File: src/hdl/bpmPkg.sv
/*
 * BPM preprocessor shared definitions
 * Widths, LO table, control register layout and per-channel sum word
 */
`default_nettype none

package bpmPkg;

    localparam int NUM_ADC = 4;
    localparam int ADC_WIDTH = 16;
    localparam int LO_WIDTH = 18;
    localparam int PRODUCT_WIDTH = 17;
    localparam int SUM_WIDTH = 18;
    localparam int ACC_WIDTH = 32;
    localparam int MAG_WIDTH = 18;

    localparam int SAMPLES_PER_TURN = 8;
    localparam int PHASE_WIDTH = $clog2(SAMPLES_PER_TURN);
    localparam int LO_FULL = 131071;
    localparam int LO_DIAG = 92682;

    localparam int TBT_TURNS = 1;
    localparam int MT_TURNS = 2;
    localparam int OV_STRETCH_CYCLES = 32;

    // Control register fields
    localparam int SHIFT_WIDTH = 4;
    localparam int TBT_SHIFT_LSB = 0;
    localparam int MT_SHIFT_LSB = 4;
    localparam int USE_RMS_BIT = 8;
    localparam int CSR_WIDTH = USE_RMS_BIT + 1;

    typedef logic signed [PRODUCT_WIDTH-1:0] product_t;
    typedef logic [MAG_WIDTH-1:0] mag_t;

    // I/Q pair with Q in the upper half, or one power word in RMS mode
    typedef union packed {
        logic [1:0][SUM_WIDTH-1:0] iq;
        logic [2*SUM_WIDTH-1:0]    power;
    } sumWord_u;

    // Cosine table over one turn
    function automatic logic signed [LO_WIDTH-1:0] loCos(input logic [PHASE_WIDTH-1:0] phase);
        case (phase)
            3'd0:    loCos = LO_WIDTH'(LO_FULL);
            3'd1:    loCos = LO_WIDTH'(LO_DIAG);
            3'd2:    loCos = '0;
            3'd3:    loCos = -LO_WIDTH'(LO_DIAG);
            3'd4:    loCos = -LO_WIDTH'(LO_FULL);
            3'd5:    loCos = -LO_WIDTH'(LO_DIAG);
            3'd6:    loCos = '0;
            default: loCos = LO_WIDTH'(LO_DIAG);
        endcase
    endfunction

endpackage

`default_nettype wire

File: src/hdl/turnAccumulator.sv
/*
 * Turn accumulator
 * Sums I/Q products over TURNS_PER_SUM turns, then shifts, saturates and latches
 */
`timescale 1ns/1ps
`default_nettype none

module turnAccumulator import bpmPkg::*; #(
    parameter int TURNS_PER_SUM = 1
) (
    input  wire                    clk,
    input  wire                    arstN,
    input  wire product_t          productI0,
    input  wire product_t          productI1,
    input  wire product_t          productI2,
    input  wire product_t          productI3,
    input  wire product_t          productQ0,
    input  wire product_t          productQ1,
    input  wire product_t          productQ2,
    input  wire product_t          productQ3,
    input  wire                    turnStart,
    input  wire                    loSynced,
    input  wire [SHIFT_WIDTH-1:0]  sumShift,
    output sumWord_u               sums0,
    output sumWord_u               sums1,
    output sumWord_u               sums2,
    output sumWord_u               sums3,
    output logic                   sumsValid,
    output logic                   overflow
);

    localparam int COUNT_WIDTH = $clog2(TURNS_PER_SUM + 1);
    localparam logic signed [ACC_WIDTH-1:0] SUM_MAX = ACC_WIDTH'((1 << (SUM_WIDTH - 1)) - 1);
    localparam logic signed [ACC_WIDTH-1:0] SUM_MIN = -SUM_MAX - 1;

    logic                       started;
    logic [COUNT_WIDTH-1:0]     turnCount;
    logic                       newTurn;
    logic                       latchNow;
    logic [2*NUM_ADC-1:0]       satFlags;
    product_t                   prod [NUM_ADC][2];
    logic signed [ACC_WIDTH-1:0] acc [NUM_ADC][2];
    logic [SUM_WIDTH-1:0]       sumVal [NUM_ADC][2];
    sumWord_u                   chanSums [NUM_ADC];

    // Index 0 is I, index 1 is Q
    assign prod[0][0] = productI0;
    assign prod[1][0] = productI1;
    assign prod[2][0] = productI2;
    assign prod[3][0] = productI3;
    assign prod[0][1] = productQ0;
    assign prod[1][1] = productQ1;
    assign prod[2][1] = productQ2;
    assign prod[3][1] = productQ3;

    assign newTurn  = loSynced && turnStart;
    assign latchNow = newTurn && started && (turnCount == COUNT_WIDTH'(TURNS_PER_SUM - 1));

    always_ff @(posedge clk or negedge arstN) begin
        if (!arstN) begin
            started   <= 1'b0;
            turnCount <= '0;
            sumsValid <= 1'b0;
            overflow  <= 1'b0;
        end else begin
            sumsValid <= latchNow;
            overflow  <= latchNow && (|satFlags);
            if (newTurn) begin
                started <= 1'b1;
                // First marker only opens the sum
                if (!started || latchNow) begin
                    turnCount <= '0;
                end else begin
                    turnCount <= turnCount + 1'b1;
                end
            end
        end
    end

    for (genvar ch = 0; ch < NUM_ADC; ch++) begin : gChan
        for (genvar part = 0; part < 2; part++) begin : gPart
            logic signed [ACC_WIDTH-1:0] shifted;

            assign shifted = acc[ch][part] >>> sumShift;
            assign satFlags[2*ch+part] = (shifted > SUM_MAX) || (shifted < SUM_MIN);

            always_ff @(posedge clk) begin
                if (newTurn) begin
                    acc[ch][part] <= prod[ch][part];
                end else if (loSynced && started) begin
                    acc[ch][part] <= acc[ch][part] + prod[ch][part];
                end
                if (latchNow) begin
                    if (shifted > SUM_MAX) begin
                        sumVal[ch][part] <= SUM_MAX[SUM_WIDTH-1:0];
                    end else if (shifted < SUM_MIN) begin
                        sumVal[ch][part] <= SUM_MIN[SUM_WIDTH-1:0];
                    end else begin
                        sumVal[ch][part] <= shifted[SUM_WIDTH-1:0];
                    end
                end
            end
        end

        assign chanSums[ch].iq = {sumVal[ch][1], sumVal[ch][0]};
    end

    assign sums0 = chanSums[0];
    assign sums1 = chanSums[1];
    assign sums2 = chanSums[2];
    assign sums3 = chanSums[3];

endmodule

`default_nettype wire

File: config.mk
export PLATFORM = sky130hd
export DESIGN_NAME = turnAccumulator
export DESIGN_NICKNAME = d
export VERILOG_FILES = /design/src/hdl/bpmPkg.sv /design/src/hdl/turnAccumulator.sv
export SDC_FILE = /design/constraint.sdc
export NUM_CORES = 2
export LEC_CHECK = 0
export ABC_AREA = 1
export BUFFER_PORTS_ARGS = -buffer_cell sky130_fd_sc_hd__buf_4
export CORE_ASPECT_RATIO = 0.5
export CORE_MARGIN = 1
export CORE_UTILIZATION = 63
export CTS_CLUSTER_DIAMETER = 200
export DETAILED_ROUTE_END_ITERATION = 16
export HOLD_SLACK_MARGIN = 0.08
export PLACE_DENSITY = 0.94
export SLEW_MARGIN = 0
export SYNTH_ARGS = -nofsm -noshare
export SYNTH_HDL_FRONTEND = slang
export SYNTH_SLANG_ARGS = --single-unit
File: constraint.sdc
create_clock -name clk -period 21.4 [get_ports clk]
set_input_delay 2.14 -clock clk [delete_from_list [all_inputs] [get_ports clk]]
set_output_delay 2.14 -clock clk [all_outputs]
set_load 0.02 [all_outputs]
==> metrics.csv <==
stage,metric,value,unit
logic_synthesis,Synth Register Bits,404,
grt,initial antenna violation count,6,
grt,total grt overflow,0,
floorplan,starting density of the core,64.6,%
power_and_ir_drop,Lkg Pwr,20.6,nW
clock_tree,Post-CTS Setup Bufs,0,
drt,DR iter-0 viols,6300,
critical_path,Critical R2R Launch,started,
clock_tree,CTS tree,built,
critical_path,worst r2r dst,acc[1][38],
power_and_ir_drop,Net Sw Frac,40.7,%
drt,Vias/cell,6.28,
power_and_ir_drop,power share of the sequential group,34.9,%
timing,Slew Limit Fails,0,
clock_tree,CTS Sinks,404,
logic_synthesis,sequential share of the synthesized area,29.3,%
logic_synthesis,"EDFF count, synth",400,
critical_path,CP required,21.75,ns
hold_path,HP Start,turnCount,
hold_path,WHS Path Cells,1,
clock_tree,worst-case clock buffer depth,3,
floorplan,placement row count,65,
clock_tree,clk slew on worst S/H paths,0.06,ns
clock_tree,latest clock arrival within the worst-skew pair,0.60,ns
outcome,outcome,"complete, no violations",
floorplan,# IOs,290,
drt,final WL,134000,microns
clock_tree,Root Buffer Master,clkbuf_16,
grt,global-route wire length before repair,212000,microns
power_and_ir_drop,PwrDens,66.3,nW/um^2
place,HPWL Detailed,99700,microns
timing,min Tclk post-route,5.88,ns
timing,fmax,170,MHz
clock_tree,H-tree depth,2,
hold_path,Hold Crit Endpoint,turnCount,
place,Buffers on Ports,289,
critical_path,flop2flop setup slack,17.67,ns
power_and_ir_drop,Sw Pwr,1.21,mW
logic_synthesis,Syn Std Cell Area,41300,sq um
drt,# DRC,0,
timing,setup ws final,15.52,ns
clock_tree,TritonCTS buffer count,43,
logic_synthesis,Cells after Synth,6141,
logic_synthesis,count of different cell masters after synthesis,53,
critical_path,Crit Path Max Fanout,104,
final_layout,share of cells above drive strength 1,8.20,%
timing,Tcrit/Tclk final,27.5,%
logic_synthesis,YS warnings,0,
timing,Worst Tran Pin Value,1.10,ns
drt,average wire per cell in the routed design,18.8,microns
logic_synthesis,"Net Count, Synth",6541,
clock_tree,Hold Buf Count CTS,0,
critical_path,Worst Path Arrival,6.22,ns
timing,Final Hold Fails,0,
logic_synthesis,Synth Area per Inst,6.72,sq um
timing,worst clock skew,0.0192,ns
power_and_ir_drop,Pint,1.76,mW
logic_synthesis,ys flop type,edfxtp_1,
power_and_ir_drop,Gate power share,39.8,%
timing,RSZ-0062 raised after global routing,no,
final_layout,NumNets Final,6625,
critical_path,FF-to-FF path depth,5,
floorplan,CORE AREA,63900,sq um
grt,total track usage,39.2,%
drt,Routed Antenna Nets,0,
grt,vias in the first global route,40600,
drt,vias after detailed routing,44800,
timing,TNS Setup,0,ns
final_layout,Synth-to-Final Area Change,8.36,%
power_and_ir_drop,clock power share,25.2,%
floorplan,Die Span Y,183,microns
timing,Rel. slew slack,26.5,%
hold_path,worst hold path class,flip-flop to flip-flop,
flow_run,max cap viols,0,
clock_tree,post_cts resized,0,
timing,Final setup viols,0,
logic_synthesis,Synth async-reset ratio,0.990,%
grt,pin count of the biggest net entering global routing,124,
power_and_ir_drop,Peak VDD IR,0.0490,mV
critical_path,CP endpoint kind,flip-flop,
floorplan,Die Width,364,microns
floorplan,die area,66600,sq um
place,GP Congestion,1.02,
critical_path,type of origin of the critical path,input pin,
critical_path,worst setup path class,input pin to flip-flop,
place,Setup WS pre-CTS,15.10,ns
drt,first-pass iteration count of the detailed router,9,
-- stage by stage --
| stage | power, mW | utilization, % | std cells | hold slack (ns) | instance area, sq um |
|---|---|---|---|---|---|
| after CTS | 2.92 | 69.9 | 7129 | 0.556 | 44700 |
| after floorplan | 1.90 | - | 6141 | 0.453 | 41300 |
| after global placement | 2.15 | 67.9 | 7051 | 0.533 | 43400 |
| after detailed placement | 2.19 | 67.9 | 7051 | 0.539 | 43400 |
| final | 2.96 | 70.0 | 7131 | 0.556 | 44700 |
| after global routing | 3.13 | 69.9 | 7129 | 0.569 | 44700 |
-- area by class of cell --
type | count | area, sq um
antenna | 2 | 5.00
clock buffer | 54 | 1150
clock inverter | 24 | 170
fill | 5528 | 19200
inverter | 392 | 1500
multi-input combinational | 5066 | 26300
sequential | 404 | 12100
tap | 871 | 1090
timing repair buffer | 318 | 2410
-- critical path, cell delays in order --
cell	delay (ns)
clkbuf_8	0.26
inv_6	0.64
buf_4	0.61
buf_4	0.72
nand3_1	0.19
nand2_1	0.10
nand2_1	0.08
nand2_1	0.10
nand2_1	0.05
nand2_1	0.15
inv_1	0.05
nor2_1	0.10
nand3_1	0.10
nand2_2	0.16
nand2_1	0.24
a31o_2	0.32
-- registers in the layout (all words and copies together) (netlist names) --
name and flops:
acc 256, sumsValid 1, turnCount 1, overflow 1, sumVal 144, started 1
-- how the worst max path moves through the flow --
stage | start | to | slack [ns] | depth (start not counted)
finish | sumShift[1] | sumVal[0][7] | 15.52 | 16
global route | sumShift[1] | sumVal[0][7] | 15.29 | 16
CTS | sumShift[1] | sumVal[0][7] | 15.71 | 16
detailed placement | sumShift[1] | sumVal[0][7] | 15.10 | 16
global placement | sumShift[1] | sumVal[0][7] | 15.15 | 16
floorplan | loSynced | acc[0][0] | 0.18 | 2
-- power groups by stage --
stage	logic (mW)	clock network, mW	registers [mW]
4_1_cts	1.15	0.745	1.03
3_3_place_gp	1.11	0	1.05
3_5_place_dp	1.14	0	1.05
5_1_grt	1.31	0.773	1.04
2_1_floorplan	0.856	0	1.05
6_report	1.18	0.747	1.04
-- routing by layer --
layer	share of wire [%]	track usage, %
met4	3.9	13.7
met2	44	61.9
met3	11	8.59
met1	41	52.9
met5	0.032	0
-- synthesized netlist by cell type, types with 33 or more instances --
cell type	count	area share, %
nand2_1	1938	18
nand3_1	802	9.7
o21ai_0	603	7.3
nor2_1	401	3.6
edfxtp_1	400	29
inv_1	380	3.5
a21oi_1	344	4.2
ha_1	248	7.5
clkbuf_1	105	0.96
buf_2	96	1.2
mux2i_1	82	2.0
or2_2	55	0.83
a21o_1	50	0.91
xnor2_1	50	1.1
nor3_1	47	0.57
a31oi_1	44	0.67
o21ai_2	41	0.87
o22ai_1	39	0.59
buf_1	36	0.33
o21ai_1	34	0.41
o21a_1	33	0.60
-- cells in the final DEF, fill, tap and decap left out, types with 19 or more instances in the layout --
| master | n |
|---|---|
| ha_1 | 248 |
| nand3_1 | 802 |
| o21ai_2 | 41 |
| o211ai_1 | 30 |
| xor2_1 | 32 |
| edfxtp_1 | 400 |
| or2_2 | 55 |
| xnor2_1 | 50 |
| a21oi_1 | 344 |
| o21a_1 | 33 |
| mux2i_1 | 82 |
| a21boi_0 | 19 |
| inv_1 | 379 |
| o21ai_0 | 602 |
| o22ai_1 | 39 |
| o21ai_1 | 34 |
| a21o_1 | 50 |
| a31oi_1 | 44 |
| nand2_1 | 1938 |
| nand4_1 | 24 |
| buf_4 | 314 |
| nor3_1 | 46 |
| clkbuf_16 | 44 |
| nor2_1 | 401 |
| o21bai_1 | 23 |
-- logic make-up after synthesis --
logic type	share of synthesized area (%)
simple gates	33.7
compound gates	18.3
buf+inv	7.02
flops	29.3
fa+ha+maj	7.91
xor+xnor	1.74
mux	1.99
No activity file was read; power rests on OpenSTA's default activity.
