File: src/hdl/bpmPkg.sv
/*
 * BPM preprocessor shared definitions
 * Widths, LO table, control register layout and per-channel sum word
 */
`default_nettype none

package bpmPkg;

    localparam int NUM_ADC = 4;
    localparam int ADC_WIDTH = 16;
    localparam int LO_WIDTH = 18;
    localparam int PRODUCT_WIDTH = 17;
    localparam int SUM_WIDTH = 18;
    localparam int ACC_WIDTH = 32;
    localparam int MAG_WIDTH = 18;

    localparam int SAMPLES_PER_TURN = 8;
    localparam int PHASE_WIDTH = $clog2(SAMPLES_PER_TURN);
    localparam int LO_FULL = 131071;
    localparam int LO_DIAG = 92682;

    localparam int TBT_TURNS = 1;
    localparam int MT_TURNS = 2;
    localparam int OV_STRETCH_CYCLES = 32;

    // Control register fields
    localparam int SHIFT_WIDTH = 4;
    localparam int TBT_SHIFT_LSB = 0;
    localparam int MT_SHIFT_LSB = 4;
    localparam int USE_RMS_BIT = 8;
    localparam int CSR_WIDTH = USE_RMS_BIT + 1;

    typedef logic signed [PRODUCT_WIDTH-1:0] product_t;
    typedef logic [MAG_WIDTH-1:0] mag_t;

    // I/Q pair with Q in the upper half, or one power word in RMS mode
    typedef union packed {
        logic [1:0][SUM_WIDTH-1:0] iq;
        logic [2*SUM_WIDTH-1:0]    power;
    } sumWord_u;

    // Cosine table over one turn
    function automatic logic signed [LO_WIDTH-1:0] loCos(input logic [PHASE_WIDTH-1:0] phase);
        case (phase)
            3'd0:    loCos = LO_WIDTH'(LO_FULL);
            3'd1:    loCos = LO_WIDTH'(LO_DIAG);
            3'd2:    loCos = '0;
            3'd3:    loCos = -LO_WIDTH'(LO_DIAG);
            3'd4:    loCos = -LO_WIDTH'(LO_FULL);
            3'd5:    loCos = -LO_WIDTH'(LO_DIAG);
            3'd6:    loCos = '0;
            default: loCos = LO_WIDTH'(LO_DIAG);
        endcase
    endfunction

endpackage

`default_nettype wire

File: src/hdl/magnitudeArbiter.sv
/*
 * Magnitude arbiter
 * Shares one magnitude estimator between turn-by-turn and multi-turn sums
 */
`timescale 1ns/1ps
`default_nettype none

module magnitudeArbiter import bpmPkg::*; (
    input  wire           clk,
    input  wire           arstN,
    input  wire sumWord_u tbtSums0,
    input  wire sumWord_u tbtSums1,
    input  wire sumWord_u tbtSums2,
    input  wire sumWord_u tbtSums3,
    input  wire           tbtSumsValid,
    input  wire           tbtOverflow,
    input  wire sumWord_u mtSums0,
    input  wire sumWord_u mtSums1,
    input  wire sumWord_u mtSums2,
    input  wire sumWord_u mtSums3,
    input  wire           mtSumsValid,
    input  wire           mtOverflow,
    input  wire           useRms,
    output mag_t          tbtMag0,
    output mag_t          tbtMag1,
    output mag_t          tbtMag2,
    output mag_t          tbtMag3,
    output logic          tbtMagValid,
    output mag_t          mtMag0,
    output mag_t          mtMag1,
    output mag_t          mtMag2,
    output mag_t          mtMag3,
    output logic          mtMagValid,
    output logic          overflowFlag
);

    localparam int CHAN_WIDTH = $clog2(NUM_ADC);
    localparam logic [CHAN_WIDTH-1:0] LAST_CHAN = CHAN_WIDTH'(NUM_ADC - 1);
    localparam int OV_TIMER_WIDTH = $clog2(OV_STRETCH_CYCLES);
    localparam logic [SUM_WIDTH:0] MAG_LIMIT = (SUM_WIDTH + 1)'(2 ** MAG_WIDTH - 1);

    sumWord_u                  tbtIn [NUM_ADC];
    sumWord_u                  mtIn [NUM_ADC];
    sumWord_u                  tbtBuf [NUM_ADC];
    sumWord_u                  mtBuf [NUM_ADC];
    sumWord_u                  work [NUM_ADC];
    sumWord_u                  cur;
    logic                      tbtPending;
    logic                      mtPending;
    logic                      startTbt;
    logic                      startMt;
    logic                      busy;
    logic                      serveMt;
    logic [CHAN_WIDTH-1:0]     chan;
    logic [SUM_WIDTH-1:0]      absI;
    logic [SUM_WIDTH-1:0]      absQ;
    logic [SUM_WIDTH-1:0]      larger;
    logic [SUM_WIDTH-1:0]      smaller;
    logic [SUM_WIDTH:0]        estimate;
    logic                      magSat;
    mag_t                      magOut;
    logic                      magOverflow;
    mag_t                      tbtMag [NUM_ADC];
    mag_t                      mtMag [NUM_ADC];
    logic [OV_TIMER_WIDTH-1:0] ovTimer;

    assign tbtIn = '{tbtSums0, tbtSums1, tbtSums2, tbtSums3};
    assign mtIn  = '{mtSums0, mtSums1, mtSums2, mtSums3};

    ////////////////////////////////////////
    // Pending sets and service order

    // Turn-by-turn always wins when both wait
    assign startTbt = !busy && tbtPending;
    assign startMt  = !busy && !tbtPending && mtPending;

    always_ff @(posedge clk) begin
        if (tbtSumsValid) begin
            tbtBuf <= tbtIn;
        end
        if (mtSumsValid) begin
            mtBuf <= mtIn;
        end
        if (startTbt) begin
            work <= tbtBuf;
        end else if (startMt) begin
            work <= mtBuf;
        end
    end

    always_ff @(posedge clk or negedge arstN) begin
        if (!arstN) begin
            tbtPending  <= 1'b0;
            mtPending   <= 1'b0;
            busy        <= 1'b0;
            serveMt     <= 1'b0;
            chan        <= '0;
            tbtMagValid <= 1'b0;
            mtMagValid  <= 1'b0;
        end else begin
            tbtPending  <= tbtSumsValid || (tbtPending && !startTbt);
            mtPending   <= mtSumsValid || (mtPending && !startMt);
            tbtMagValid <= busy && !serveMt && (chan == LAST_CHAN);
            mtMagValid  <= busy && serveMt && (chan == LAST_CHAN);
            if (startTbt || startMt) begin
                busy    <= 1'b1;
                serveMt <= startMt;
                chan    <= '0;
            end else if (busy) begin
                chan <= chan + 1'b1;
                if (chan == LAST_CHAN) begin
                    busy <= 1'b0;
                end
            end
        end
    end

    ////////////////////////////////////////
    // Estimator, max plus half of min

    assign cur  = work[chan];
    assign absI = cur.iq[0][SUM_WIDTH-1] ? -cur.iq[0] : cur.iq[0];
    assign absQ = cur.iq[1][SUM_WIDTH-1] ? -cur.iq[1] : cur.iq[1];
    assign larger   = (absI > absQ) ? absI : absQ;
    assign smaller  = (absI > absQ) ? absQ : absI;
    assign estimate = {1'b0, larger} + (SUM_WIDTH + 1)'(smaller >> 1);

    always_comb begin
        if (useRms) begin
            magSat = |cur.power[2*SUM_WIDTH-1:MAG_WIDTH];
            magOut = magSat ? '1 : cur.power[MAG_WIDTH-1:0];
        end else begin
            magSat = estimate > MAG_LIMIT;
            magOut = magSat ? '1 : estimate[MAG_WIDTH-1:0];
        end
    end

    always_ff @(posedge clk) begin
        if (busy) begin
            if (serveMt) begin
                mtMag[chan] <= magOut;
            end else begin
                tbtMag[chan] <= magOut;
            end
        end
    end

    assign tbtMag0 = tbtMag[0];
    assign tbtMag1 = tbtMag[1];
    assign tbtMag2 = tbtMag[2];
    assign tbtMag3 = tbtMag[3];
    assign mtMag0  = mtMag[0];
    assign mtMag1  = mtMag[1];
    assign mtMag2  = mtMag[2];
    assign mtMag3  = mtMag[3];

    ////////////////////////////////////////
    // Overflow stretch

    always_ff @(posedge clk or negedge arstN) begin
        if (!arstN) begin
            magOverflow  <= 1'b0;
            ovTimer      <= '0;
            overflowFlag <= 1'b0;
        end else begin
            magOverflow <= busy && magSat;
            if (tbtOverflow || mtOverflow || magOverflow) begin
                ovTimer      <= OV_TIMER_WIDTH'(OV_STRETCH_CYCLES - 1);
                overflowFlag <= 1'b1;
            end else if (ovTimer != 0) begin
                ovTimer <= ovTimer - 1'b1;
            end else begin
                overflowFlag <= 1'b0;
            end
        end
    end

endmodule

`default_nettype wire

File: config.mk
export PLATFORM = sky130hd
export DESIGN_NAME = magnitudeArbiter
export DESIGN_NICKNAME = d
export VERILOG_FILES = /design/src/hdl/bpmPkg.sv /design/src/hdl/magnitudeArbiter.sv
export SDC_FILE = /design/constraint.sdc
export NUM_CORES = 1
export LEC_CHECK = 0
export BUFFER_PORTS_ARGS = -buffer_cell sky130_fd_sc_hd__clkbuf_2
export CAP_MARGIN = 25
export CORE_ASPECT_RATIO = 0.6
export CORE_MARGIN = 2
export CORE_UTILIZATION = 47
export DETAILED_ROUTE_END_ITERATION = 10
export PLACE_DENSITY = 0.67
export RECOVER_POWER = 100
export SLEW_MARGIN = 20
export SYNTH_ARGS = -nofsm -noshare
export SYNTH_HDL_FRONTEND = slang
export SYNTH_SLANG_ARGS = --single-unit
File: constraint.sdc
create_clock -name clk -period 11.8 [get_ports clk]
set_clock_uncertainty 0.15 [all_clocks]
set_input_delay 2.36 -clock clk [delete_from_list [all_inputs] [get_ports clk]]
set_output_delay 2.36 -clock clk [all_outputs]
set_load 0.02 [all_outputs]
==> metrics.md, run 1 <==
| Metric | Value |
|---|---|
| Status | complete, but fails checks |
| DRT Wirelength | 53100 µm |
| Port Buffer Count | 441 |
| WHS Path Cells | 1 |
| Worst hold start | ovTimer[4] |
| Die W | 290 µm |
| Starting density of the core | 0.479 |
| Bufs on Longest Clock Path | 3 |
| WHS Endpoint | ovTimer[4] |
| Hold buffers post-CTS | 0 |
| Dpl ws | 3.49 ns |
| CP endpoint kind | flop |
| Share of cells above drive strength 1 | 0.270 |
| Ranking of synthesized cells by area | edfxtp_1 75%, mux2_2 7.2%, mux4_2 3.3% |
| P&R area growth vs syn | 18.5% |
| Post-route minimum period | 9.19 ns |
| # rows | 62 |
| Clk_lat worst skew | 0.58 ns |
| Root buffer cell | clkbuf_16 |
| Mapped Avg Cell Area | 19.2 µm² |
| Num CTS Buffers | 54 |
| CP Data Arrival Time | 9.37 ns |
| Via density | 5.28 |
| Antenna Nets Post-Route | 0 |
| Htree depth | 2 |
| Worst Setup SP | chan[0] |
| Maximum number of pins on one net before global-route repair | 87 |
| Critical R2R Launch | chan[0] |
| Nets | 2018 |
| Fmax | 0.109 GHz |
| CTS tree | done |
| RR Endpoint | mtMag[2][4] |
| Post-Syn Area | 0.0231 mm² |
| Seq/Total Area, Yosys | 0.766 |
| Design area | 0.0274 mm² |
| Fillcell total | 3780 |
| Max_slew headroom | -2.45 |
| Number of remaining DRC errors | 0 |
| Post-CTS resize count | 0 |
| Vias in the first global route | 12600 |
| Synth async-reset ratio | 0.0254 |
| # setup viols final | 0 |
| Ys flop type | edfxtp_1 |
| Remaining Overflow, GRT | 0 |
| Die H | 176 µm |
| Crit Path Class | reg -> reg |
| Placed instance area | 0.0261 mm² |
| Top-area cell type share of the netlist area | 0.750 |
| Initial antenna violation count | 1 |
| YS warnings | 0 |
| First-pass GRT wire length | 78200 µm |
| Fin crit share | 0.779 |
| Clock sink count | 591 |
| Max FO, Critical Path | 40 |
| CORE AREA | 0.0482 mm² |
| Synth Register Bits | 591 |
| Startpoint Class | flop |
| Average wire per standard cell | 22.5 µm |
| Via count | 12500 |
| Hold WC Path Type | reg -> reg |
| IO Pins | 442 |
| DP HPWL | 37300 µm |
| Failing checks | max-capacitance violations, max-slew violations |
| Post-synth cell types | 57 |
| Max-cap viol count | 9 |
| Die area | 0.0509 mm² |
| Synth area leader | edfxtp_1 |
| Syn nets | 1540 |
| Final setup margin | 2.61 ns |
| Diode count | 0 |
| Worst Tran Pin Value | 5.18 ns |
| Reg-to-reg setup timing slack | 2.61 ns |
| R2R depth | 26 |
| DR pass1 iterations | 5 |
| Final Max Slew Viols | 596 |
| Total track usage | 0.206 |
| Setup TNS | 0 ns |
| CTS clock-pin slew for the worst setup and hold paths | 0.06 ns |
| Setup bufs post-CTS | 0 |
| Number of synthesized flops with an enable pin | 576 |
| Final hold violations | 0 |
| RSZ-0062 raised after global routing | no |
| DR iter-0 viols | 977 |
| Routability cong. | 0.890 |
| Required @ worst endpoint | 11.98 ns |
| Cells after Synth | 1201 |
kinds of logic after synthesis:
family	count (synthesis)	synth area share
buf+inv	68	0.0130
fa+ha+maj	44	0.0242
flops	591	0.766
simple gates	123	0.0275
mux	215	0.120
compound gates	115	0.0328
xor+xnor	45	0.0171
critical path, stage by stage, from the launching register on:
cell and delay, ns:
dfrtp_1 0.55, buf_4 0.67, mux4_2 0.67, nor3_2 0.28, nor3b_1 0.38, nand3b_1 0.27
o31ai_1 0.35, xor2_1 0.34, ha_1 0.21, nand4_1 0.12, nor3_1 0.33, o221ai_1 0.27
a21oi_4 0.17, buf_4 0.49, nor2_1 0.08, a21oi_1 0.17, ha_1 0.21, inv_1 0.06
fa_1 0.41, nor2b_1 0.16, o31a_1 0.18, o31a_1 0.19, nand2_1 0.09, a31oi_1 0.33
nand2_1 0.10, a22oi_1 1.13, o22a_1 0.52
sequential cells by signal (all words and copies together) (netlist names):
signal        cells
busy              1
tbtBuf          144
work            144
mtMag            72
mtMagValid        1
magOverflow       1
mtPending         1
tbtMag           72
serveMt           1
tbtPending        1
ovTimer           5
mtBuf           144
overflowFlag      1
tbtMagValid       1
chan              2
final cells by class:
cell class | count | area, µm² | share of cell area
flip-flops and latches | 591 | 17700 | 0.646
multi-input cells | 542 | 5100 | 0.187
repair buffers | 456 | 2040 | 0.0747
clock buffers | 74 | 1440 | 0.0525
well taps | 640 | 801 | 0.0293
clock inverters | 21 | 169 | 0.00618
inverters | 34 | 128 | 0.00467
worst max-delay path by stage:
stage / end / slack (ns)
after detailed placement: mtMag[3][4] / 3.49
after global routing: mtMag[2][4] / 1.87
after floorplan: work[0] / 4.43
final: mtMag[2][4] / 2.61
after CTS: mtMag[2][4] / 3.41
after global placement: mtMag[1][0] / 3.72
metrics by stage:
| stage | hold slack, ns | utilization | cells |
|---|---|---|---|
| floorplan | 0.288 | - | 1201 |
| global placement | 0.308 | 0.540 | 2259 |
| detailed placement | 0.312 | 0.541 | 2262 |
| CTS | 0.328 | 0.575 | 2357 |
| global route | 0.356 | 0.568 | 2358 |
| finish | 0.327 | 0.568 | 2358 |
synthesized netlist by cell type, types with 6 or more instances:
library cell / n
edfxtp_1: 576
mux2_2: 147
ha_1: 43
a21oi_1: 35
inv_1: 34
mux2i_1: 34
mux4_2: 34
nand2_1: 32
nor2_1: 29
clkbuf_1: 24
o21ai_0: 24
xor2_1: 24
xnor2_1: 21
o22a_1: 17
dfrtp_1: 15
nand3_1: 8
a21o_1: 7
and3_1: 7
nor3_1: 7
and2_1: 6
o31ai_1: 6
metal layers:
metal,global-route usage,routed length (µm)
met5,0,13
met4,0.0404,773
met3,0.0454,4060
met2,0.315,23800
met1,0.307,24400
placed cells by master, fill, tap and decap left out, types with 3 or more instances in the layout:
cell type | netlist | routed
a21o_1 | 7 | 7
a21oi_1 | 35 | 34
and2_0 | 0 | 4
and3_1 | 7 | 7
buf_4 | 1 | 3
clkbuf_1 | 24 | 217
clkbuf_16 | 0 | 54
clkbuf_2 | 0 | 255
clkinv_1 | 0 | 9
clkinv_2 | 0 | 5
clkinvlp_4 | 0 | 3
dfrtp_1 | 15 | 14
edfxtp_1 | 576 | 576
ha_1 | 43 | 43
inv_1 | 34 | 34
mux2_1 | 0 | 51
mux2_2 | 147 | 96
mux2i_1 | 34 | 34
mux4_2 | 34 | 34
nand2_1 | 32 | 32
nand2b_1 | 4 | 4
nand3_1 | 8 | 8
nand3b_1 | 5 | 5
nand4_1 | 3 | 3
nor2_1 | 29 | 29
nor3_1 | 7 | 7
nor4_1 | 4 | 4
o21a_1 | 5 | 5
o21ai_0 | 24 | 24
o22a_1 | 17 | 17
o31ai_1 | 6 | 6
or3_1 | 5 | 5
xnor2_1 | 21 | 21
xor2_1 | 24 | 24
Power of run 1 is left out: the tool's default activity adds up to more than one toggle a clock period on the data nets, which glitch-free logic cannot reach.
==> run 2, diff against run 1 <==
PLACE_DENSITY = 0.7   (was 0.67)
clock period = 8.1 ns   (was 11.8 ns; I/O delays follow)
==> metrics.md, run 2 (synthesized netlist as in run 1, its figures left out) <==
| Metric | Value |
|---|---|
| Vias in the first global route | 12900 |
| Biggest regs | mtBuf x144, tbtBuf x144, work x144 |
| Max_slew headroom | -2.21 |
| Worst hold start | ovTimer[4] |
| Die W | 290 µm |
| Startpoint Class | flop |
| # setup viols final | 0 |
| Post-route minimum period | 7.61 ns |
| CORE AREA | 0.0482 mm² |
| Share of cells above drive strength 1 | 0.285 |
| WHS Path Cells | 1 |
| Reg-to-reg setup timing slack | 0.49 ns |
| IO Pins | 442 |
| Root buffer cell | clkbuf_16 |
| Routability cong. | 0.896 |
| Starting density of the core | 0.479 |
| Number of remaining DRC errors | 0 |
| R2R depth | 27 |
| Num CTS Buffers | 53 |
| Final hold violations | 0 |
| Final Max Slew Viols | 569 |
| Via count | 12700 |
| Via density | 5.32 |
| Average wire per standard cell | 22.9 µm |
| Antenna Nets Post-Route | 0 |
| Remaining Overflow, GRT | 0 |
| Failing checks | max-capacitance violations, max-slew violations |
| CTS tree | done |
| Port Buffer Count | 441 |
| Fillcell total | 3752 |
| Die area | 0.0509 mm² |
| Total track usage | 0.211 |
| CTS clock-pin slew for the worst setup and hold paths | 0.07 ns |
| Critical R2R Launch | chan[0] |
| Setup TNS | 0 ns |
| Fin Hold WS | 0.333 ns |
| Crit Path Class | reg -> reg |
| RR Endpoint | mtMag[2][6] |
| Fmax | 0.131 GHz |
| DRT Wirelength | 54300 µm |
| Required @ worst endpoint | 8.32 ns |
| Max-cap viol count | 12 |
| CP endpoint kind | flop |
| Clock sink count | 591 |
| Max FO, Critical Path | 13 |
| Maximum number of pins on one net before global-route repair | 82 |
| Die H | 176 µm |
| CP Data Arrival Time | 7.83 ns |
| Clk_lat worst skew | 0.60 ns |
| DR iter-0 viols | 1164 |
| Commonest non-fill, non-tap cell in the layout | edfxtp_1 |
| DR pass1 iterations | 5 |
| Initial antenna violation count | 1 |
| Nets | 2034 |
| RSZ-0062 raised after global routing | no |
| WHS Endpoint | ovTimer[4] |
| Diode count | 0 |
| Worst Tran Pin Value | 4.82 ns |
| Htree depth | 2 |
| Hold WC Path Type | reg -> reg |
| Status | complete, but fails checks |
| P&R area growth vs syn | 20.2% |
| DP HPWL | 37800 µm |
| Fin crit share | 0.940 |
| Most frequent cells in the layout | 576 x edfxtp_1, 266 x clkbuf_2, 197 x clkbuf_1 |
| # rows | 62 |
| First-pass GRT wire length | 79800 µm |
| Bufs on Longest Clock Path | 3 |
## run 2: worst max-delay path by stage
stage                     slack [ns]           end    start
final                           0.49   mtMag[2][6]  chan[0]
after global routing             0.1   mtMag[1][6]  chan[0]
after CTS                       0.42   mtMag[2][6]  chan[0]
after detailed placement        0.45  tbtMag[2][6]  chan[0]
after global placement          0.62   mtMag[0][6]  chan[0]
after floorplan                 0.73       work[0]     busy
## run 2: area by class of cell
type,count,area (µm²),area share
Clock buffer,63,1390,0.0500
Clock inverter,34,415,0.0150
Inverter,34,128,0.00460
Multi-Input combinational cell,542,5110,0.184
Sequential cell,591,17700,0.638
Tap cell,640,801,0.0289
Timing Repair Buffer,473,2200,0.0795
## run 2: metrics by stage
step | setup slack [ns] | instance area, µm² | util | cells
2_1_floorplan | 0.729 | 23100 | - | 1201
3_3_place_gp | 0.619 | 26100 | 0.542 | 2271
3_5_place_dp | 0.454 | 26200 | 0.543 | 2272
4_1_cts | 0.424 | 28000 | 0.580 | 2369
5_1_grt | 0.0954 | 27700 | 0.576 | 2377
6_report | 0.487 | 27700 | 0.576 | 2377
## run 2: repair_timing
item | CTS | global route
setup endpoints to repair | 0 | 144
buffers inserted | 0 | 8
resized for setup | 0 | 1
hold buffers | 0 | 0
## run 2: critical path, stage by stage, from the launching register on
cell      delay, ns
dfrtp_4        0.58
buf_12         0.22
mux4_2         0.57
or4_4          0.57
or3_1          0.37
or3_1          0.36
nor4_2         0.38
inv_1          0.09
ha_1           0.31
nand2_1        0.11
o211ai_1       0.20
a21oi_1        0.07
o21a_1         0.13
a21oi_4        0.35
nor2_1         0.09
a21oi_1        0.18
ha_1           0.23
inv_1          0.06
fa_1           0.40
nor2b_1        0.16
o31a_1         0.19
o31a_1         0.30
nand2_1        0.12
a31oi_1        0.31
nand2_1        0.14
a22oi_4        0.17
buf_4          0.20
o22a_1         0.35
## run 2: layer usage
layer / GRT usage / routed length (µm) / part of all wire / up-vias
met2: 0.322 / 24500 / 0.45 / 545
met4: 0.0397 / 770 / 0.014 / 0
met3: 0.0495 / 4350 / 0.080 / 72
li1: - / - / - / 5736
met1: 0.315 / 24700 / 0.46 / 6299
met5: 0 / 0 / 0 / -
Power of run 2 is left out for the same reason.
